<file path="config.mk">
export PLATFORM = sky130hd
export DESIGN_NAME = dcache_port
export DESIGN_NICKNAME = d
export VERILOG_FILES = /design/src/design/core_defines.svh /design/src/design/pipeline_types_pkg.sv /design/src/design/dcache_port.sv
export SDC_FILE = /design/constraint.sdc
export NUM_CORES = 1
export LEC_CHECK = 0
export BUFFER_PORTS_ARGS = -buffer_cell sky130_fd_sc_hd__buf_2
export CORE_AREA = 2 2 105 107
export DETAILED_ROUTE_END_ITERATION = 8
export DIE_AREA = 0 0 107 109
export GPL_TIMING_DRIVEN = 0
export PLACE_DENSITY_LB_ADDON = 0.1
export SYNTH_ARGS = -nofsm -noshare
export SYNTH_HDL_FRONTEND = slang
export SYNTH_SLANG_ARGS = --single-unit
</file>
<file path="constraint.sdc">
create_clock -name clk -period 7.8 [get_ports clk]
set_input_delay 1.56 -clock clk [delete_from_list [all_inputs] [get_ports clk]]
set_output_delay 1.56 -clock clk [all_outputs]
set_load 0.05 [all_outputs]
</file>
<file path="src/design/core_defines.svh">
`ifndef CORE_DEFINES_SVH
`define CORE_DEFINES_SVH

// slots per cycle
`define ISSUE_WIDTH 2

// loads
`define ALU_LDB   8'h21
`define ALU_LDBU  8'h22
`define ALU_LDH   8'h23
`define ALU_LDHU  8'h24
`define ALU_LDW   8'h25
`define ALU_LLW   8'h26

// stores, sc is written like a word store
`define ALU_STB   8'h31
`define ALU_STH   8'h32
`define ALU_STW   8'h33
`define ALU_SCW   8'h34

// plain register result, no memory access
`define ALU_ADD   8'h01

// data memory depth in words
`define RAM_WORDS 256

// cycles from req to ack, two at least
`define RAM_LATENCY 2

`endif
</file>
<file path="src/design/pipeline_types_pkg.sv">
package pipeline_types_pkg;

    typedef logic [31:0] bus32_t;

    // word address, byte address bits 31:2
    typedef logic [29:0] word_addr_t;

    // one slot from execute
    typedef struct packed {
        bus32_t      pc;
        logic [7:0]  aluop;
        bus32_t      mem_addr;
        // store source
        bus32_t      mem_data;
        logic        reg_write_en;
        logic [4:0]  reg_write_addr;
        bus32_t      reg_write_data;
        logic        csr_write_en;
        logic [13:0] csr_addr;
        bus32_t      csr_write_data;
        // bit 1 set by an earlier stage
        logic [1:0]  is_exception;
        logic [6:0]  exception_cause;
        logic        is_llw_scw;
    } ex_mem_t;

    // one slot to writeback
    typedef struct packed {
        logic        reg_write_en;
        logic [4:0]  reg_write_addr;
        bus32_t      reg_write_data;
        logic        csr_write_en;
        logic [13:0] csr_write_addr;
        bus32_t      csr_write_data;
        logic        is_llw_scw;
    } mem_wb_t;

    typedef struct packed {
        logic        reg_write_en;
        logic [4:0]  reg_write_addr;
        bus32_t      reg_write_data;
    } push_forward_t;

    typedef struct packed {
        logic        csr_write_en;
        logic [13:0] csr_write_addr;
        bus32_t      csr_write_data;
    } csr_push_forward_t;

    typedef struct packed {
        logic [1:0]  is_exception;
        logic [6:0]  exception_cause;
        bus32_t      pc;
        bus32_t      mem_addr;
        logic [7:0]  aluop;
    } commit_ctrl_t;

    // stage to cache port
    typedef struct packed {
        logic        valid;
        logic        we;
        word_addr_t  addr;
        logic [3:0]  be;
        bus32_t      wdata;
    } dcache_req_t;

    typedef struct packed {
        // high for one cycle
        logic        data_ok;
        bus32_t      rdata;
    } dcache_rsp_t;

    // four-phase bus to the data memory
    typedef struct packed {
        logic        req;
        logic        we;
        word_addr_t  addr;
        logic [3:0]  be;
        bus32_t      wdata;
    } mem_bus_req_t;

    typedef struct packed {
        logic        ack;
        bus32_t      rdata;
    } mem_bus_rsp_t;

endpackage

</file>
<file path="src/design/dcache_port.sv">
`timescale 1ns/100ps

module dcache_port (
    input  logic                              clk,
    input  logic                              arst_n_i,
    input  pipeline_types_pkg::dcache_req_t   dc_req_i,
    output pipeline_types_pkg::dcache_rsp_t   dc_rsp_o,
    output pipeline_types_pkg::mem_bus_req_t  bus_req_o,
    input  pipeline_types_pkg::mem_bus_rsp_t  bus_rsp_i
);
    import pipeline_types_pkg::*;

    typedef enum logic [1:0] {
        ST_IDLE,
        ST_WAIT_ACK,
        ST_RELEASE,
        ST_ACK_LOW
    } port_state_e;

    port_state_e state_q;
    logic        req_q;
    logic        launch;
    logic        we_q;
    word_addr_t  addr_q;
    logic [3:0]  be_q;
    bus32_t      wdata_q;

    // a new handshake only starts once the old ack is gone
    assign launch = (state_q == ST_IDLE) && dc_req_i.valid && !bus_rsp_i.ack;

    always_ff @(posedge clk or negedge arst_n_i) begin
        if (!arst_n_i) begin
            state_q <= ST_IDLE;
            req_q   <= 1'b0;
        end else begin
            case (state_q)
                ST_IDLE: begin
                    if (launch) begin
                        req_q   <= 1'b1;
                        state_q <= ST_WAIT_ACK;
                    end
                end
                ST_WAIT_ACK: begin
                    if (bus_rsp_i.ack) begin
                        req_q   <= 1'b0;
                        state_q <= ST_RELEASE;
                    end
                end
                // memory sees req low one cycle later
                ST_RELEASE: begin
                    state_q <= ST_ACK_LOW;
                end
                ST_ACK_LOW: begin
                    if (!bus_rsp_i.ack) begin
                        state_q <= ST_IDLE;
                    end
                end
                default: begin
                    state_q <= ST_IDLE;
                    req_q   <= 1'b0;
                end
            endcase
        end
    end

    always_ff @(posedge clk) begin
        if (launch) begin
            we_q    <= dc_req_i.we;
            addr_q  <= dc_req_i.addr;
            be_q    <= dc_req_i.be;
            wdata_q <= dc_req_i.wdata;
        end
    end

    assign bus_req_o.req   = req_q;
    assign bus_req_o.we    = we_q;
    assign bus_req_o.addr  = addr_q;
    assign bus_req_o.be    = be_q;
    assign bus_req_o.wdata = wdata_q;

    // rdata is taken in the ack cycle itself
    assign dc_rsp_o.data_ok = (state_q == ST_WAIT_ACK) && bus_rsp_i.ack;
    assign dc_rsp_o.rdata   = bus_rsp_i.rdata;

    a_req_stable: assert property (@(posedge clk) disable iff (!arst_n_i)
        bus_req_o.req && !bus_rsp_i.ack |=> bus_req_o.req && $stable(bus_req_o));

    a_data_ok_pulse: assert property (@(posedge clk) disable iff (!arst_n_i)
        dc_rsp_o.data_ok |=> !dc_rsp_o.data_ok);

endmodule

</file>
==> results of run 1 <==
## worst paths after layout
| kind | start | end | cells after the start |
|---|---|---|---|
| setup / recovery | bus_rsp_i[32] | dc_rsp_o[32] | 3 |
| hold / removal | req_q$_DFFE_PN0P_ | req_q$_DFFE_PN0P_ | 2 |
| setup reg to reg | state_q[1]$_DFFE_PN0P_ | wdata_q[6]$_DFFE_PP_ | 4 |
| hold reg to reg | req_q$_DFFE_PN0P_ | req_q$_DFFE_PN0P_ | 2 |
| max in group asynchronous | arst_n_i | state_q[1]$_DFFE_PN0P_ | 1 |
| min in group asynchronous | arst_n_i | req_q$_DFFE_PN0P_ | 1 |
## where the power goes
part           internal [mW]  switching (mW)
registers              0.460          0.0127
clock network          0.148           0.137
logic                 0.0823           0.207
total                  0.690           0.357
## registers in the layout, summed over array words and instances (netlist names)
signal	count
we_q	1
addr_q	30
be_q	4
wdata_q	32
req_q	1
state_q	2
## layer usage
metal	up-vias	global-route usage (%)	wire, µm
li1	775	-	-
met4	0	5.84	130
met3	9	4.30	595
met5	-	0	0
met2	110	16.9	3020
met1	736	10.9	2300
## per-stage QoR
stage	hold slack, ns	instance area, µm²	setup WS, ns	std cells
final	0.526	3740	4.20	450
after detailed placement	0.508	3550	4.21	434
after CTS	0.530	3740	4.20	450
after global routing	0.570	3740	4.17	450
after floorplan	0.471	2490	4.12	122
after global placement	0.510	3520	3.18	433
## cell type report
cell class                 count  area share (%)
buffer                        34            6.82
inverter                       2           0.201
timing repair buffer         172            23.6
clock inverter                 5            1.57
sequential                    70            55.7
tap                          140            4.68
clock buffer                  11            3.51
multi-input combinational     16            3.88
## layout by cell type (no fill, tap or decap), drive strengths merged
cell and n:
clkinv 1, nor2 2, clkbuf 11, buf 206, bufinv 1, and2 1
o21ai 1, edfxtp 67, nor2b 1, dfrtp 3, inv 3, mux2 1
nand2b 1, and3b 1, o32a 1, ha 5, clkinvlp 2, nand2 1
mux2i 1
## logic make-up (layout without fill, tap and decap cells)
family                   count (synthesis)  in the layout  share of synthesized area, %
adder cells (fa/ha/maj)                  5              5                          2.51
AO/OA/AOI/OAI                            2              2                         0.603
multiplexers                             2              2                          1.00
flip-flops                              70             70                          83.8
buffers and inverters                   36            224                          10.5
AND/OR/NAND/NOR                          7              7                          1.56
## tightest hold or removal path: stages, from the launching register on
cell	delay (ns)
dfrtp_1	0.38
nand2_1	0.05
o21ai_0	0.06
==> metrics.md, run 1 <==
| Metric | Value |
|---|---|
| Largest stage delay, worst path | `0.25 ns` |
| Drt total wl | `6050 µm` |
| Root buf cell | `clkbuf_8` |
| Remaining Overflow, GRT | `0` |
| First-pass GRT wire length | `8480 µm` |
| Clock Sinks | `70` |
| Worst Path Required | `6.24 ns` |
| Largest cells by area after synthesis | `edfxtp_1 (81%), buf_4 (10%), dfrtp_1 (3.0%)` |
| Power Density | `around 280 nW/µm²` |
| I/O pins | `204` |
| Chip height | `109 µm` |
| CTS buffer count | `9` |
| 1st-iter DRT viols | `45` |
| Yosys cell types | `15` |
| Async set or reset register ratio after synthesis | `4.29%` |
| Top cell type's share of synthesized area | `80.8%` |
| Static leakage | `1.67 nW` |
| CTS Buffer Depth | `2` |
| CTS H-tree depth | `3` |
| Sequence of cells on the critical path | `buf_2, and2_1, buf_2` |
| FF/Latch Area | `between 2000 and 2500 µm²` |
| Fin crit period | `about 3.6 ns` |
| I/O Buffers | `between 150 and 200` |
| Die area | `~12,000 µm²` |
| Vias per cell | `3.62` |
| Buf/Inv on CP | `2` |
| Startpoint types | `input port` |
| Post-synthesis cell area | `2490 µm²` |
| Clock Skew | `0.0143 ns` |
| Hpwl dp | `4670 µm` |
| Yosys warning count | `0` |
| Ant. Diodes | `0` |
| Clock latency on the worst-skew pair | `0.35 ns` |
| CP arrival | `2.04 ns` |
| Most used cell, CP | `buf_2` |
| Top cell type by total area after synthesis | `edfxtp_1` |
| RSZ-0062 raised after global routing | `no` |
| Vias in the first global route | `1,629` |
| Top cell family by delay on the critical path | `buffers and inverters` |
| Class of the worst hold path | `flip-flop to flip-flop` |
| Setup TNS Final | `0 ns` |
| Critical path type | `input port to primary output` |
| Critical-path top delay cell | `buf_2` |
| Max-cap viol count | `0` |
| Clock transition at the registers of the reported paths | `0.08 ns` |
| Final Slew Violations | `0` |
| Largest net degree at the start of global routing | `between 40 and 50` |
| Core area | `10,600 µm²` |
| Most common cell in the synthesized netlist | `edfxtp_1` |
| Least-Margin Pin Slew | `about 0.40 ns` |
| Power Total | `1.05 mW` |
| Hold Violations, Final | `0` |
| Gp weighted congestion | `between 0.6 and 0.7` |
| Synthesized instance count | `roughly 120` |
| Max_slew headroom | `between 70 and 80%` |
| Area delta synth->final | `50.3%` |
| Filler cells | `1,047` |
| 1st-pass router iterations | `4` |
| Period utilization | `between 40% and 50%` |
| Outcome | `complete, no violations` |
| Detail Route Antenna Nets | `0` |
| Remaining DRCs | `0` |
| Syn Nets | `230` |
| Final setup violation count | `0` |
| GR Util All Layers | `10.1%` |
| Worst vdd ir | `0.117 mV` |
| Cts hold-fix bufs | `0` |
| Critical path capture point type | `primary output` |
| #FFs+latches synth | `70` |
| WL/cell | `13.4 µm` |
| Chip Width | `107 µm` |
| Multi-input gate area | `around 150 µm²` |
| Top_reg_cell synth | `edfxtp_1` |
| Util after Layout | `35.3%` |
| Commonest cells in the netlist | `edfxtp_1 (67), buf_4 (34), ha_1 (5), dfrtp_1 (3)` |
| NumNets Final | `between 400 and 500` |
| Layout cell share with drive strength beyond 1 | `71.6%` |
| Initial antenna violation count | `0` |
| Effective utilization at floorplan | `23.5%` |
| Sequential-to-total area share from yosys stat | `a little over four fifths` |
| Vias | `1,630` |
| Syn_area_per_cell | `20.4 µm²` |
| Row count | `38` |
| Critical path peak fanout | `4` |
| Postcts setup bufs | `0` |
| Worst R2R Setup Slack | `5.96 ns` |
| CTS tree | `yes` |
| Achievable Freq | `around 0.28 GHz` |
| EDFF count, synth | `67` |
| PostCTS Resize Cnt | `0` |
(Power assumes the default switching activity.)
==> inputs of run 2 (changes only) <==
--- a/config.mk
+++ b/config.mk
@@ -5,10 +5,11 @@
 export SDC_FILE = /design/constraint.sdc
 export NUM_CORES = 1
 export LEC_CHECK = 0
+export ABC_AREA = 1
 export BUFFER_PORTS_ARGS = -buffer_cell sky130_fd_sc_hd__buf_2
-export CORE_AREA = 2 2 105 107
+export CORE_AREA = 2 2 106 108
 export DETAILED_ROUTE_END_ITERATION = 8
-export DIE_AREA = 0 0 107 109
+export DIE_AREA = 0 0 108 110
 export GPL_TIMING_DRIVEN = 0
 export PLACE_DENSITY_LB_ADDON = 0.1
 export SYNTH_ARGS = -nofsm -noshare
==> constraint.sdc (replaced) <==
create_clock -name clk -period 3.3 [get_ports clk]
set_input_delay 0.66 -clock clk [delete_from_list [all_inputs] [get_ports clk]]
set_output_delay 0.66 -clock clk [all_outputs]
set_load 0.05 [all_outputs]
==> run 2 against run 1 <==
Compared with the run above:
- critical path depth up 2
- synthesized area up 1.7%
- register-to-register slack worse by 4.7 ns
- global-route usage down 0.85 points
- worst hold slack worse by 0.44 ns
- power up 140%
- cell count up 3.6%
- non-clock buffer count up 1
- clock power up 120%
- sequential power up 140%
- combinational power rose to 2.7 times the previous value
- sequential cell count unchanged
- critical path type is now flip-flop to primary output
- critical endpoint unchanged
- largest power group unchanged
- highest routed layer unchanged
==> metrics.md, run 2 <==
| Metric | Value |
|---|---|
| Outcome | `complete, no violations` |
| Most common cell after layout, fill and taps aside | `buf_2` |
| Power Total | `2.54 mW (+140%)` |
| Row count | `38 (unchanged)` |
| 1st-pass router iterations | `4 (unchanged)` |
| Final setup violation count | `0 (unchanged)` |
| Effective utilization at floorplan | `23.7% (+0.18 points)` |
| Detail Route Antenna Nets | `0 (unchanged)` |
| CTS tree | `yes` |
| Most frequent cells in the layout | `buf_2 (171), edfxtp_1 (67), buf_4 (34), nand2_1 (12), clkbuf_8 (9)` |
| Met2 wire len | `2780 µm (-7.9%)` |
| Startpoint types | `flip-flop` |
| Sequence of cells on the critical path | `inv_1, ha_1, nand2_1, inv_1, buf_2` |
| Vias | `1,717 (+5.3%)` |
| Critical path type | `flip-flop to primary output` |
| I/O Buffers | `171 (unchanged)` |
| NumNets Final | `429 (+3.9%)` |
| Period utilization | `64.1%` |
| Area after DPL | `3620 µm² (+1.8%)` |
| Critical path capture point type | `primary output` |
| Postcts setup bufs | `0 (unchanged)` |
| Async set or reset register ratio after synthesis | `4.29% (unchanged)` |
| CTS H-tree depth | `3 (unchanged)` |
| Met1 Wirelength | `2400 µm (+4.4%)` |
| Largest net degree at the start of global routing | `33 (-30%)` |
| PostCTS Resize Cnt | `0 (unchanged)` |
| Most common cell in the synthesized netlist | `edfxtp_1` |
| Core area | `10,700 µm² (+0.90%)` |
| Sw Share | `37.6% (+3.5 points)` |
| Chip height | `110 µm (+0.92%)` |
| Clock Skew | `0.0160 ns (+0.00165 ns)` |
| Hpwl dp | `4530 µm (-3.0%)` |
| CTS buffer count | `9 (unchanged)` |
| Critical path peak fanout | `4 (unchanged)` |
| Pint | `1.58 mW (+130%)` |
| Cells after DPL | `450 (+3.7%)` |
| Regs by FF count | `wdata_q x32, addr_q x30, be_q x4` |
| Die area | `11,900 µm² (+1.9%)` |
| Yosys warning count | `0 (unchanged)` |
| 1st-iter DRT viols | `50 (+11%)` |
| Comb pwr share | `31.0% (+3.4 points)` |
| Clock transition at the registers of the reported paths | `0.09 ns (about the same)` |
| Clock latency on the worst-skew pair | `0.35 ns (about the same)` |
| WL/cell | `12.8 µm (-4.6%)` |
| First-pass GRT wire length | `7940 µm (-6.4%)` |
| Largest cells by area after synthesis | `edfxtp_1 (79%), buf_4 (10%), dfrtp_1 (3.0%)` |
| Max_slew headroom | `62.7% (-11 points)` |
| Vias per cell | `3.68 (+1.7%)` |
| Static leakage | `1.72 nW (+3.0%)` |
| Syn Nets | `245 (+6.5%)` |
| I/O pins | `204 (unchanged)` |
| Top cell type's share of synthesized area | `79.4% (-1.3 points)` |
| Cell area after layout | `3790 µm² (+1.3%)` |
| Crit path launch | `state_q[1]$_DFFE_PN0P_` |
| Register with the most flip-flops | `wdata_q` |
| Most used cell, CP | `inv_1` |
| Gp weighted congestion | `0.685 (-1.0%)` |
| Post-synthesis cell area | `2530 µm² (+1.7%)` |
| Sequential power share | `44.8% (-0.3 points)` |
| Final Slew Violations | `0 (unchanged)` |
| Worst vdd ir | `0.345 mV (+190%)` |
| Clock Sinks | `70 (unchanged)` |
| Highest metal used | `met4` |
| #FFs+latches synth | `70 (unchanged)` |
| Root buf cell | `clkbuf_8` |
| Clock power share | `24.2% (-3.1 points)` |
| Fin crit period | `between 2 and 2.5 ns` |
| Setup TNS Final | `0 ns (unchanged)` |
| Commonest cells in the netlist | `edfxtp_1 (67), buf_4 (34), nand2_1 (12), inv_1 (7), ha_1 (5)` |
| CTS Buffer Depth | `2 (unchanged)` |
| Routed wl met3 | `706 µm (+19%)` |
| Switch Pwr | `955 µW (+170%)` |
| Critical-path top delay cell | `dfrtp_1` |
| Synthesized instance count | `137 (+12%)` |
| Syn_area_per_cell | `18.5 µm² (-9.5%)` |
| Final cell count without fillers | `466 (+3.6%)` |
| Filler cells | `1,075 (+2.7%)` |
| Ant. Diodes | `0 (unchanged)` |
| Initial antenna violation count | `0 (unchanged)` |
| EDFF count, synth | `67 (unchanged)` |
| Worst Path Required | `2.64 ns (-3.60 ns)` |
| Class of the worst hold path | `input port to asynchronous set/reset pin` |
| Power Density | `670 nW/µm² (+140%)` |
| Sequential-to-total area share from yosys stat | `82.4% (-1.4 points)` |
| Top cell type by total area after synthesis | `edfxtp_1` |
| Chip Width | `108 µm (+0.93%)` |
| Vias in the first global route | `1,506 (-7.6%)` |
| Layout cell share with drive strength beyond 1 | `69.6% (-2.0 points)` |
| Drt total wl | `5980 µm (-1.2%)` |
| RR Startpoint | `state_q[1]$_DFFE_PN0P_` |
| GR Util All Layers | `9.30% (-0.85 points)` |
| Util after Layout | `35.4% (+0.13 points)` |
| RSZ-0062 raised after global routing | `no` |
| Max FFs per register | `32 (unchanged)` |
| Least-Margin Pin Slew | `0.559 ns (+0.157 ns)` |
| Largest stage delay, worst path | `0.44 ns (+0.19 ns)` |
| Cts hold-fix bufs | `0 (unchanged)` |
| Remaining Overflow, GRT | `0 (unchanged)` |
| Max-cap viol count | `0 (unchanged)` |
| Yosys cell types | `11 (-4)` |
| Top_reg_cell synth | `edfxtp_1` |
| Hold Violations, Final | `0 (unchanged)` |
| Achievable Freq | `0.473 GHz` |
| Remaining DRCs | `0 (unchanged)` |
| Area delta synth->final | `49.7%` |
| CP arrival | `1.46 ns (-0.58 ns)` |
==> run 2: changes by cell type after synthesis, moves of 2 or more <==
| cell | before | now |
|---|---|---|
| inv_1 | 2 | 7 |
| nand2_1 | 1 | 12 |
| nand3_1 | 0 | 2 |
| nor2_2 | 0 | 2 |
==> run 2: logic make-up after synthesis <==
group / after synthesis / synth area share, %
AOI/OAI and AO/OA: 1 / 0.642
adders and majority gates: 5 / 2.47
buffers and inverters: 41 / 11.1
DFF: 70 / 82.4
and+or+nand+nor: 20 / 3.36
==> run 2: worst paths after layout <==
kind / to / slack, ns / cells past startpoint
hold reg to reg: req_q$_DFFE_PN0P_ / 0.52 / 2
min in group clk: wdata_q[13]$_DFFE_PP_ / 0.48 / 1
setup / recovery: dc_rsp_o[32] / 1.18 / 5
max in group asynchronous: state_q[1]$_DFFE_PN0P_ / 3.11 / 1
hold / removal: req_q$_DFFE_PN0P_ / 0.09 / 1
setup reg to reg: addr_q[6]$_DFFE_PP_ / 1.30 / 5
==> run 2: final cells by class <==
type                       instances  area, µm²  share of cell area (%)
clock inverter                     7       48.8                    1.29
timing repair buffer             173        903                    23.8
clock buffer                       9        124                    3.27
buffer                            34        255                    6.73
sequential                        70       2090                    55.0
inverter                           7       26.3                   0.693
tap                              140        175                    4.62
multi-input combinational         26        171                    4.52
==> run 2: critical path, delay by kind of cell (launching register included) <==
family / cells / cell delay [ns]
flip-flops: 1 / 0.44
buffers and inverters: 3 / 0.41
adder cells (fa/ha/maj): 1 / 0.20
AND/OR/NAND/NOR: 1 / 0.06
==> run 2: power by group through the flow <==
stage                     combinational (mW)  clock, mW  sequential, mW
after floorplan                        0.317          0            1.43
after global placement                 0.772          0            1.17
after detailed placement               0.794          0            1.16
after CTS                              0.798      0.655            1.14
after global routing                   0.844      0.686            1.15
final                                  0.788      0.616            1.14
==> run 2: per-stage QoR <==
| stage | setup WS (ns) | hold WS, ns |
|---|---|---|
| after floorplan | 0.344 | 0.364 |
| after global placement | -0.682 | 0.462 |
| after detailed placement | 1.31 | 0.462 |
| after CTS | 1.16 | 0.0610 |
| after global routing | 1.06 | 0.0562 |
| final | 1.18 | 0.0860 |
==> run 2: routing by layer <==
layer	GRT usage, %	up-vias
li1	-	815
met1	10.9	768
met2	14.2	124
met3	3.70	10
met4	6.04	0
met5	0	-
