File: src/design/core_defines.svh
`ifndef CORE_DEFINES_SVH
`define CORE_DEFINES_SVH

// slots per cycle
`define ISSUE_WIDTH 2

// loads
`define ALU_LDB   8'h21
`define ALU_LDBU  8'h22
`define ALU_LDH   8'h23
`define ALU_LDHU  8'h24
`define ALU_LDW   8'h25
`define ALU_LLW   8'h26

// stores, sc is written like a word store
`define ALU_STB   8'h31
`define ALU_STH   8'h32
`define ALU_STW   8'h33
`define ALU_SCW   8'h34

// plain register result, no memory access
`define ALU_ADD   8'h01

// data memory depth in words
`define RAM_WORDS 256

// cycles from req to ack, two at least
`define RAM_LATENCY 2

`endif
File: src/design/pipeline_types_pkg.sv
package pipeline_types_pkg;

    typedef logic [31:0] bus32_t;

    // word address, byte address bits 31:2
    typedef logic [29:0] word_addr_t;

    // one slot from execute
    typedef struct packed {
        bus32_t      pc;
        logic [7:0]  aluop;
        bus32_t      mem_addr;
        // store source
        bus32_t      mem_data;
        logic        reg_write_en;
        logic [4:0]  reg_write_addr;
        bus32_t      reg_write_data;
        logic        csr_write_en;
        logic [13:0] csr_addr;
        bus32_t      csr_write_data;
        // bit 1 set by an earlier stage
        logic [1:0]  is_exception;
        logic [6:0]  exception_cause;
        logic        is_llw_scw;
    } ex_mem_t;

    // one slot to writeback
    typedef struct packed {
        logic        reg_write_en;
        logic [4:0]  reg_write_addr;
        bus32_t      reg_write_data;
        logic        csr_write_en;
        logic [13:0] csr_write_addr;
        bus32_t      csr_write_data;
        logic        is_llw_scw;
    } mem_wb_t;

    typedef struct packed {
        logic        reg_write_en;
        logic [4:0]  reg_write_addr;
        bus32_t      reg_write_data;
    } push_forward_t;

    typedef struct packed {
        logic        csr_write_en;
        logic [13:0] csr_write_addr;
        bus32_t      csr_write_data;
    } csr_push_forward_t;

    typedef struct packed {
        logic [1:0]  is_exception;
        logic [6:0]  exception_cause;
        bus32_t      pc;
        bus32_t      mem_addr;
        logic [7:0]  aluop;
    } commit_ctrl_t;

    // stage to cache port
    typedef struct packed {
        logic        valid;
        logic        we;
        word_addr_t  addr;
        logic [3:0]  be;
        bus32_t      wdata;
    } dcache_req_t;

    typedef struct packed {
        // high for one cycle
        logic        data_ok;
        bus32_t      rdata;
    } dcache_rsp_t;

    // four-phase bus to the data memory
    typedef struct packed {
        logic        req;
        logic        we;
        word_addr_t  addr;
        logic [3:0]  be;
        bus32_t      wdata;
    } mem_bus_req_t;

    typedef struct packed {
        logic        ack;
        bus32_t      rdata;
    } mem_bus_rsp_t;

endpackage

File: src/design/mem_stage.sv
`timescale 1ns/100ps
`include "core_defines.svh"

module mem_stage (
    input  logic                                                arst_n_i,
    input  logic                                                clk,
    input  pipeline_types_pkg::ex_mem_t [`ISSUE_WIDTH-1:0]      ex_mem_i,
    output pipeline_types_pkg::dcache_req_t                     dc_req_o,
    input  pipeline_types_pkg::dcache_rsp_t                     dc_rsp_i,
    output pipeline_types_pkg::mem_wb_t [`ISSUE_WIDTH-1:0]      wb_o,
    output pipeline_types_pkg::push_forward_t [`ISSUE_WIDTH-1:0] reg_pf_o,
    output pipeline_types_pkg::csr_push_forward_t               csr_pf_o,
    output pipeline_types_pkg::commit_ctrl_t [`ISSUE_WIDTH-1:0] commit_ctrl_o,
    output logic                                                pause_mem_o
);
    import pipeline_types_pkg::*;

    ex_mem_t    slot0;
    logic       is_load;
    logic       is_store;
    logic       excp_before;
    logic       served_q;
    bus32_t     rd_word;
    logic [7:0] rd_byte;
    logic [15:0] rd_half;
    bus32_t     load_data;
    logic [3:0] st_be;
    bus32_t     st_wdata;

    assign slot0       = ex_mem_i[0];
    assign excp_before = slot0.is_exception[1];

    always_comb begin
        is_load  = 1'b0;
        is_store = 1'b0;
        case (slot0.aluop)
            `ALU_LDB, `ALU_LDBU, `ALU_LDH, `ALU_LDHU, `ALU_LDW, `ALU_LLW: begin
                is_load = 1'b1;
            end
            `ALU_STB, `ALU_STH, `ALU_STW, `ALU_SCW: begin
                is_store = 1'b1;
            end
            default: begin
            end
        endcase
    end

    // load data stays zero until the port answers
    assign rd_word = dc_rsp_i.data_ok ? dc_rsp_i.rdata : 32'b0;
    assign rd_byte = rd_word[{slot0.mem_addr[1:0], 3'b000} +: 8];
    assign rd_half = slot0.mem_addr[1] ? rd_word[31:16] : rd_word[15:0];

    always_comb begin
        load_data = 32'b0;
        case (slot0.aluop)
            `ALU_LDB:  load_data = {{24{rd_byte[7]}}, rd_byte};
            `ALU_LDBU: load_data = {24'b0, rd_byte};
            // odd halfword address reads as zero
            `ALU_LDH:  load_data = slot0.mem_addr[0] ? 32'b0 : {{16{rd_half[15]}}, rd_half};
            `ALU_LDHU: load_data = slot0.mem_addr[0] ? 32'b0 : {16'b0, rd_half};
            `ALU_LDW, `ALU_LLW: begin
                load_data = rd_word;
            end
            default: begin
                load_data = 32'b0;
            end
        endcase
    end

    // store lanes, data replicated so the enables pick the lane
    always_comb begin
        st_be    = 4'b1111;
        st_wdata = slot0.mem_data;
        case (slot0.aluop)
            `ALU_STB: begin
                st_be    = 4'b0001 << slot0.mem_addr[1:0];
                st_wdata = {4{slot0.mem_data[7:0]}};
            end
            `ALU_STH: begin
                st_be    = slot0.mem_addr[1] ? 4'b1100 : 4'b0011;
                st_wdata = {2{slot0.mem_data[15:0]}};
            end
            default: begin
            end
        endcase
    end

    // blocks a repeat request in the cycle after completion
    always_ff @(posedge clk or negedge arst_n_i) begin
        if (!arst_n_i) begin
            served_q <= 1'b0;
        end else begin
            served_q <= dc_rsp_i.data_ok;
        end
    end

    assign dc_req_o.valid = (is_load || is_store) && !excp_before && !served_q;
    assign dc_req_o.we    = is_store;
    assign dc_req_o.addr  = slot0.mem_addr[31:2];
    assign dc_req_o.be    = st_be;
    assign dc_req_o.wdata = st_wdata;

    assign pause_mem_o = (is_load || is_store) && !excp_before && !dc_rsp_i.data_ok;

    for (genvar i = 0; i < `ISSUE_WIDTH; i++) begin : g_slot
        assign wb_o[i].reg_write_en   = ex_mem_i[i].reg_write_en;
        assign wb_o[i].reg_write_addr = ex_mem_i[i].reg_write_addr;
        assign wb_o[i].csr_write_en   = ex_mem_i[i].csr_write_en;
        assign wb_o[i].csr_write_addr = ex_mem_i[i].csr_addr;
        assign wb_o[i].csr_write_data = ex_mem_i[i].csr_write_data;
        assign wb_o[i].is_llw_scw     = ex_mem_i[i].is_llw_scw;

        if (i == 0) begin : g_mem_slot
            assign wb_o[i].reg_write_data = is_load ? load_data : ex_mem_i[i].reg_write_data;
        end else begin : g_pass_slot
            assign wb_o[i].reg_write_data = ex_mem_i[i].reg_write_data;
        end

        assign reg_pf_o[i].reg_write_en   = wb_o[i].reg_write_en;
        assign reg_pf_o[i].reg_write_addr = wb_o[i].reg_write_addr;
        assign reg_pf_o[i].reg_write_data = wb_o[i].reg_write_data;

        assign commit_ctrl_o[i].is_exception    = ex_mem_i[i].is_exception;
        assign commit_ctrl_o[i].exception_cause = ex_mem_i[i].exception_cause;
        assign commit_ctrl_o[i].pc              = ex_mem_i[i].pc;
        assign commit_ctrl_o[i].mem_addr        = ex_mem_i[i].mem_addr;
        assign commit_ctrl_o[i].aluop           = ex_mem_i[i].aluop;
    end

    // only slot 0 carries csr writes
    assign csr_pf_o.csr_write_en   = wb_o[0].csr_write_en;
    assign csr_pf_o.csr_write_addr = wb_o[0].csr_write_addr;
    assign csr_pf_o.csr_write_data = wb_o[0].csr_write_data;

    // an excepted slot never sees an access complete
    a_no_access_on_excp: assert property (@(posedge clk) disable iff (!arst_n_i)
        excp_before |-> !dc_rsp_i.data_ok);

    // upstream keeps the slot while the stage holds it
    a_slot_held: assert property (@(posedge clk) disable iff (!arst_n_i)
        pause_mem_o |=> $stable(ex_mem_i[0]));

endmodule

File: config.mk
export PLATFORM = sky130hd
export DESIGN_NAME = mem_stage
export DESIGN_NICKNAME = d
export VERILOG_FILES = /design/src/design/pipeline_types_pkg.sv /design/src/design/mem_stage.sv
export VERILOG_INCLUDE_DIRS = /design/src /design/src/design
export SDC_FILE = /design/constraint.sdc
export NUM_CORES = 1
export LEC_CHECK = 0
export BUFFER_PORTS_ARGS = -buffer_cell sky130_fd_sc_hd__buf_2
export CAP_MARGIN = 20
export CELL_PAD_IN_SITES_DETAIL_PLACEMENT = 1
export CELL_PAD_IN_SITES_GLOBAL_PLACEMENT = 1
export CORE_AREA = 4 4 370 372
export CTS_CLUSTER_DIAMETER = 120
export DETAILED_ROUTE_END_ITERATION = 8
export DIE_AREA = 0 0 374 376
export MAX_ROUTING_LAYER = met4
export PLACE_DENSITY_LB_ADDON = 0.1
export SETUP_SLACK_MARGIN = 0.15
export SYNTH_ARGS = -nofsm -noshare
export SYNTH_HDL_FRONTEND = slang
export SYNTH_SLANG_ARGS = --single-unit
File: constraint.sdc
create_clock -name clk -period 2.8 [get_ports clk]
set_clock_uncertainty 0.05 [all_clocks]
set_input_delay 0.14 -clock clk [delete_from_list [all_inputs] [get_ports clk]]
set_output_delay 0.14 -clock clk [all_outputs]
set_load 0.03 [all_outputs]
==> results of run 1 <==
[synth_stat cells (4+ instances only)]
cell type / number
nand4_1: 9
nand2b_1: 5
buf_1: 4
nor3_1: 26
a22oi_1: 8
buf_4: 464
nor2_1: 26
o21ai_0: 14
inv_1: 7
nand2_1: 33
nor2b_1: 7
clkbuf_1: 14
a31oi_1: 32
buf_2: 4
mux4_2: 7
mux2_2: 17
[metal layers]
| metal | routed length (um) | share of wire |
|---|---|---|
| met5 | 0 | 0 |
| met4 | 1970 | 0.057 |
| met3 | 4200 | 0.12 |
| met2 | 15500 | 0.45 |
| met1 | 12800 | 0.37 |
[worst paths after layout]
check	cells after the start	from	to	slack, ns
max in group asynchronous	2	arst_n_i	served_q	2.21
setup / recovery	9	ex_mem_i[161]	wb_o[73]	0.31
min in group asynchronous	2	arst_n_i	served_q	0.40
hold / removal	0	ex_mem_i[167]	commit_ctrl_o[40]	0.23
[final cells by class]
class / instances / share of cell area
tap: 1768 / 0.419
multi-input combinational: 217 / 0.285
timing repair buffer: 267 / 0.285
inverter: 7 / 0.00497
sequential: 1 / 0.00473
antenna: 5 / 0.00237
[what timing repair did]
action                                  CTS  global route
gates resized for setup                   1             4
hold endpoints to repair                  1             0
endpoints found under the setup margin   34            20
pin swaps                                 0             0
gates cloned                              0             0
hold buffers                              1             0
buffers inserted                          2             0
[power by group]
| group | switching, mW | internal [mW] | total [mW] |
|---|---|---|---|
| clock network | 0 | 0.000000139 | 0.000000139 |
| registers | 0.000214 | 0.0154 | 0.0157 |
| logic | 0.456 | 0.215 | 0.670 |
[through the flow]
stage	utilization	area, um2
after floorplan	-	5100
after global placement	0.0391	5210
after detailed placement	0.0391	5210
after CTS	0.0394	5260
after global routing	0.0396	5280
final	0.0397	5290
[logic make-up after synthesis]
group,Yosys count,synth area share
flops,1,0.00490
simple gates,125,0.126
compound gates,66,0.0875
mux,26,0.0723
buf+inv,495,0.709
==> reports/results.tsv, run 1 <==
metric	value	unit
synthFlopType	dfrtp_1	
drc_errors	0	
worst_pin_slew	0.485	ns
path_buf_inv	5	
yosys-top-cells-area	buf_4 (68%), a31oi_1 (3.9%), mux2_2 (3.8%)	
synth_edf_count	0	
peakVddDrop	39.4	uV
viasPerCell	1.59	
total_power	0.686	mW
path_max_fanout	10	
ys_ff_latch	1	
tns	0	ns
synth.net_count	1146	
cp.arrival	2.30	ns
largest_register_ffs	1	
die_x	374	um
yosys_warnings	0	
syn2layout_area_growth	3.53	%
pin_count	959	
die_h	376	um
fin_crit_sh	0.888	
grtUsageMet3	0.0215	
grt_max_degree	25	
drtPass1Iterations	4	
crit_chain	buf_2 > buf_4 > or2_2 > o22ai_1 > a31oi_4 > buf_12 > buf_4 > a31oi_1 > buf_2	
start_kind	input port	
rsz0062_at_grt	no	
drive_gt1_frac	0.624	
p_per_area	130	mW/mm2
ys_types	44	
met1_usage	0.0496	
grtUsageMet2	0.0746	
slowest_delay	0.36	ns
synth_top_cell_area_share	0.682	
regArea	25.0	um2
grt_pass1_wl	42700	um
wirelength	34400	um
routedWlPerCell	15.2	um
multi_input_area	0.00151	mm2
required	2.61	ns
num_vias	3612	
synth_top_area_cell	buf_4	
top_usage_layer	met2	
grt_pass1_vias	3882	
gp_congestion	0.660	
hold_path.class	input port to output port	
hold_viol	0	
start_util	0.0383	
antenna_found_initial	7	
crit_path_end_kind	output port	
post-route-min-period	2.49	ns
dp.cells	2257	
die_area	0.141	mm2
cap_violations	0	
total_leakage_power	1.56	nW
io_buffers	223	
setup_slack	0.312	ns
finalMaxSlewViolations	0	
cp_top_family	buffers and inverters	
final_common_cell	buf_2	
post-place-ws	0.0934	ns
async_reset_ff_frac	1.00	
slowest_stage	a31oi_1	
grt_usage	0.0468	
detail-route-antenna-nets	0	
setup_viol	0	
top_register	served_q	
syn_avg_cell_area	7.16	um2
layout_common_cells	buf_2 (221), buf_4 (40), nand2_1 (33), a31oi_1 (30), nor2_1 (26)	
netlist_area	0.00510	mm2
num-fill-cells	16100	
slew_headroom	0.675	
reg_top3	served_q (1)	
drt_iter0_markers	78	
nets	927	
fmax	402	MHz
place_hpwl	31400	um
syn_inst	713	
core_region_area	0.133	mm2
status	completed	
yosysSeqAreaShare	0.00490	
hold_ws	0.230	ns
path_class	input port to output port	
gr-total-overflow	0	
finalNonFillerCells	2265	
rows	134	
(Power assumes the default switching activity.)
==> inputs of run 2 (changes only) <==
--- a/config.mk
+++ b/config.mk
@@ -8,7 +8,7 @@
 export LEC_CHECK = 0
 export BUFFER_PORTS_ARGS = -buffer_cell sky130_fd_sc_hd__buf_2
 export CAP_MARGIN = 20
-export CELL_PAD_IN_SITES_DETAIL_PLACEMENT = 1
+export CELL_PAD_IN_SITES_DETAIL_PLACEMENT = 0
 export CELL_PAD_IN_SITES_GLOBAL_PLACEMENT = 1
 export CORE_AREA = 4 4 370 372
 export CTS_CLUSTER_DIAMETER = 120
@@ -16,6 +16,7 @@
 export DIE_AREA = 0 0 374 376
 export MAX_ROUTING_LAYER = met4
 export PLACE_DENSITY_LB_ADDON = 0.1
+export RECOVER_POWER = 50
 export SETUP_SLACK_MARGIN = 0.15
 export SYNTH_ARGS = -nofsm -noshare
 export SYNTH_HDL_FRONTEND = slang
==> reports/results.tsv, run 2 (same netlist as run 1, synthesis figures left out) <==
metric	value	unit
io_buffers	223	
viasPerCell	1.59	
core_region_area	0.133	mm2
grt_pass1_vias	3747	
die_h	376	um
highest-signal-layer	met4	
antenna_found_initial	4	
post-route-min-period	2.50	ns
wirelength	34300	um
fmax	401	MHz
syn2layout_area_growth	3.50	%
crit_chain	buf_2 > or4b_4 > or4_4 > buf_4 > a22oi_1 > o21ai_0 > buf_4 > buf_2	
largest_register_ffs	1	
cap_violations	0	
gr-total-overflow	0	
place_hpwl	31300	um
drt_iter0_markers	118	
detail-route-antenna-nets	0	
hold_viol	0	
rsz0062_at_grt	no	
dp.cells	2257	
routedWlPerCell	15.1	um
layout_common_cells	buf_2 (222), buf_4 (39), nand2_1 (33), a31oi_1 (29), nor2_1 (26)	
status	completed	
hold_path.class	input port to output port	
post-place-ws	0.112	ns
min_from	ex_mem_i[167]	
drc_errors	0	
start_kind	input port	
met3WireLength	4230	um
worst_pin_slew	0.444	ns
fin_crit_sh	0.891	
num_vias	3599	
start_util	0.0383	
holdPathStages	0	
path_class	input port to output port	
drive_gt1_frac	0.625	
finalMaxSlewViolations	0	
gp_congestion	0.660	
grt_pass1_wl	42000	um
setup_viol	0	
die_area	0.141	mm2
grt_usage	0.0463	
required	2.61	ns
nets	926	
slew_headroom	0.704	
final_common_cell	buf_2	
postPlaceCellArea	0.00521	mm2
drtPass1Iterations	4	
tns	0	ns
crit_path_end_kind	output port	
final_area	0.00528	mm2
path_max_fanout	8	
met1_length	12700	um
reg_top3	served_q (1)	
rows	134	
pin_count	959	
die_x	374	um
finalNonFillerCells	2265	
setup_slack	0.305	ns
slowest_stage	or4b_4	
grt_max_degree	25	
slowest_delay	0.62	ns
top_register	served_q	
cp.arrival	2.31	ns
wl_met2	15400	um
worstHoldEndpoint	commit_ctrl_o[40]	
[run 2: metrics by stage]
step	hold slack, ns	util
3_3_place_gp	-0.133	0.0391
3_5_place_dp	-0.133	0.0391
6_report	0.230	0.0396
2_1_floorplan	-0.206	-
5_1_grt	0.230	0.0395
4_1_cts	0.230	0.0394
[run 2: cell type report]
class | count | area (um2)
Inverter | 7 | 26.3
Fill cell | 15900 | 128000
Antenna cell | 6 | 15.0
Timing Repair Buffer | 266 | 1490
Multi-Input combinational cell | 217 | 1510
Sequential cell | 1 | 25.0
Tap cell | 1768 | 2210
[run 2: how the worst max path moves through the flow]
stage,start,to,slack [ns]
6_report,ex_mem_i[166],reg_pf_o[1],0.30
5_1_grt,ex_mem_i[159],reg_pf_o[7],0.16
4_1_cts,ex_mem_i[159],reg_pf_o[9],0.15
3_5_place_dp,ex_mem_i[166],reg_pf_o[12],0.11
3_3_place_gp,ex_mem_i[163],reg_pf_o[12],0.11
2_1_floorplan,ex_mem_i[163],wb_o[64],0.35
[run 2: what timing repair did]
item,CTS,global route
endpoints found under the hold margin,1,0
buffers inserted,1,0
cloned,0,0
gates resized for setup,2,4
setup endpoints to repair,18,8
hold buffers,1,0
[run 2: worst max-delay path, delay by kind of cell]
kind,cells,cell delay (ns)
and+or+nand+nor,2,1.12
buffers and inverters,4,0.70
AOI/OAI and AO/OA,2,0.32
[run 2: layer usage]
layer  up-vias  track usage
met3       156       0.0208
met2       426       0.0742
met4         0       0.0218
met1      1571       0.0486
li1       1446            -
met5         -            -
==> inputs of run 3 (changes only) <==
==> constraint.sdc (replaced) <==
create_clock -name clk -period 2.4 [get_ports clk]
set_clock_uncertainty 0.05 [all_clocks]
set_input_delay 0.12 -clock clk [delete_from_list [all_inputs] [get_ports clk]]
set_output_delay 0.12 -clock clk [all_outputs]
set_load 0.03 [all_outputs]
==> reports/results.tsv, run 3 (same netlist as run 1, synthesis figures left out) <==
metric	value	unit
finalMaxSlewViolations	0	
wirelength	34000	um
path_max_fanout	8	
crit_chain	buf_6 > or4b_4 > or4_4 > a31oi_4 > buf_12 > buf_12 > buf_16 > a31oi_2 > buf_6	
utilization	0.0479	
slowest_delay	0.56	ns
die_x	374	um
rsz0062_at_grt	yes	
status	completed	
grt_max_degree	17	
grt_pass1_vias	3993	
start_util	0.0383	
total_power	0.940	mW
io_buffers	223	
drt_iter0_markers	72	
cp.arrival	2.19	ns
final_common_cell	buf_2	
total_leakage_power	1.94	nW
setup_viol	0	
place_hpwl	29900	um
peakVddDrop	53.5	uV
syn2layout_area_growth	25.1	%
p_per_area	147	mW/mm2
required	2.23	ns
cap_violations	0	
hold_viol	0	
routedWlPerCell	14.8	um
slew_headroom	0.748	
grt_pass1_wl	42600	um
setup_slack	0.0432	ns
pin_count	959	
rows	134	
min_from	ex_mem_i[379]	
drtPass1Iterations	4	
path_class	input port to output port	
top_register	served_q	
crit_path_end_kind	output port	
crit_path_start	ex_mem_i[163]	
drive_gt1_frac	0.727	
core_region_area	0.133	mm2
antenna_found_initial	9	
gr-total-overflow	0	
postPlaceCellArea	0.00567	mm2
hold_ws	0.190	ns
nets	958	
final_area	0.00638	mm2
largest_register_ffs	1	
fmax	424	MHz
gp_congestion	0.616	
grt_usage	0.0459	
drc_errors	0	
num_vias	3654	
detail-route-antenna-nets	0	
hold_path.class	input port to output port	
post-route-min-period	2.36	ns
fin_crit_sh	0.982	
start_kind	input port	
num-fill-cells	15900	
die_area	0.141	mm2
worst_pin_slew	0.380	ns
slowest_stage	or4b_4	
die_h	376	um
reg_top3	served_q (1)	
post-place-ws	-0.650	ns
viasPerCell	1.59	
layout_common_cells	buf_2 (151), buf_4 (80), buf_6 (39), nand2_1 (31), nor2_1 (26)	
==> run 3: changes by cell type in the layout (fill, tap and decap cells not counted), moves of 4 or more <==
| cell | before | now |
|---|---|---|
| nor3_2 | 1 | 6 |
| buf_4 | 39 | 80 |
| buf_12 | 4 | 19 |
| a31oi_2 | 3 | 12 |
| a31oi_4 | 1 | 10 |
| o21ai_0 | 13 | 6 |
| a22oi_2 | 0 | 5 |
| a22oi_1 | 8 | 3 |
| buf_2 | 222 | 151 |
| o21ai_2 | 0 | 4 |
| nor3_1 | 25 | 20 |
| buf_6 | 0 | 39 |
| a31oi_1 | 29 | 11 |
==> run 3: what timing repair did <==
item                                   4_1_cts  5_1_grt
setup endpoints to repair                   73       72
setup buffers                                6        3
endpoints found under the hold margin        1        0
hold buffers                                 1        0
cloned                                       1        0
resized for setup                          124       37
pin swaps                                    3        4
==> run 3: power by group <==
part	internal [mW]	switching, mW	total [mW]	leakage (nW)
sequential	0.0180	0.000454	0.0185	0.0117
clock	0.000000115	0	0.000000115	0.0000190
combinational	0.365	0.556	0.921	1.92
==> run 3: worst max-delay path: cells and delay by family <==
kind / cells / cell delay, ns
AOI/OAI and AO/OA: 2 / 0.30
buffers and inverters: 5 / 0.71
and+or+nand+nor: 2 / 1.03
==> run 3: through the flow <==
step                instances  TNS [ns]
floorplan                 713   -0.0342
global placement         2280    -21.77
detailed placement       2280    -21.40
CTS                      2288    -0.187
global route             2293    -0.302
finish                   2294         0
==> run 3: final timing paths <==
path	cells after the start	to	slack, ns
max in group asynchronous	2	served_q	1.82
min in group asynchronous	2	served_q	0.40
worst min-delay path	0	commit_ctrl_o[134]	0.19
worst max-delay path	9	reg_pf_o[25]	0.04
==> run 3: layout make-up <==
type                            count  area (um2)  area share
Antenna cell                        3        7.51     0.00118
Inverter                            7        26.3     0.00412
Multi-Input combinational cell    217        1810       0.283
Sequential cell                     1        25.0     0.00392
Tap cell                         1768        2210       0.346
Timing Repair Buffer              298        2310       0.362
==> run 3: layer usage <==
metal,wire [um],GRT usage,share of wire
met5,0,-,0
met4,2320,0.0254,0.068
met3,3340,0.0173,0.098
met1,12800,0.0496,0.38
met2,15500,0.0727,0.46
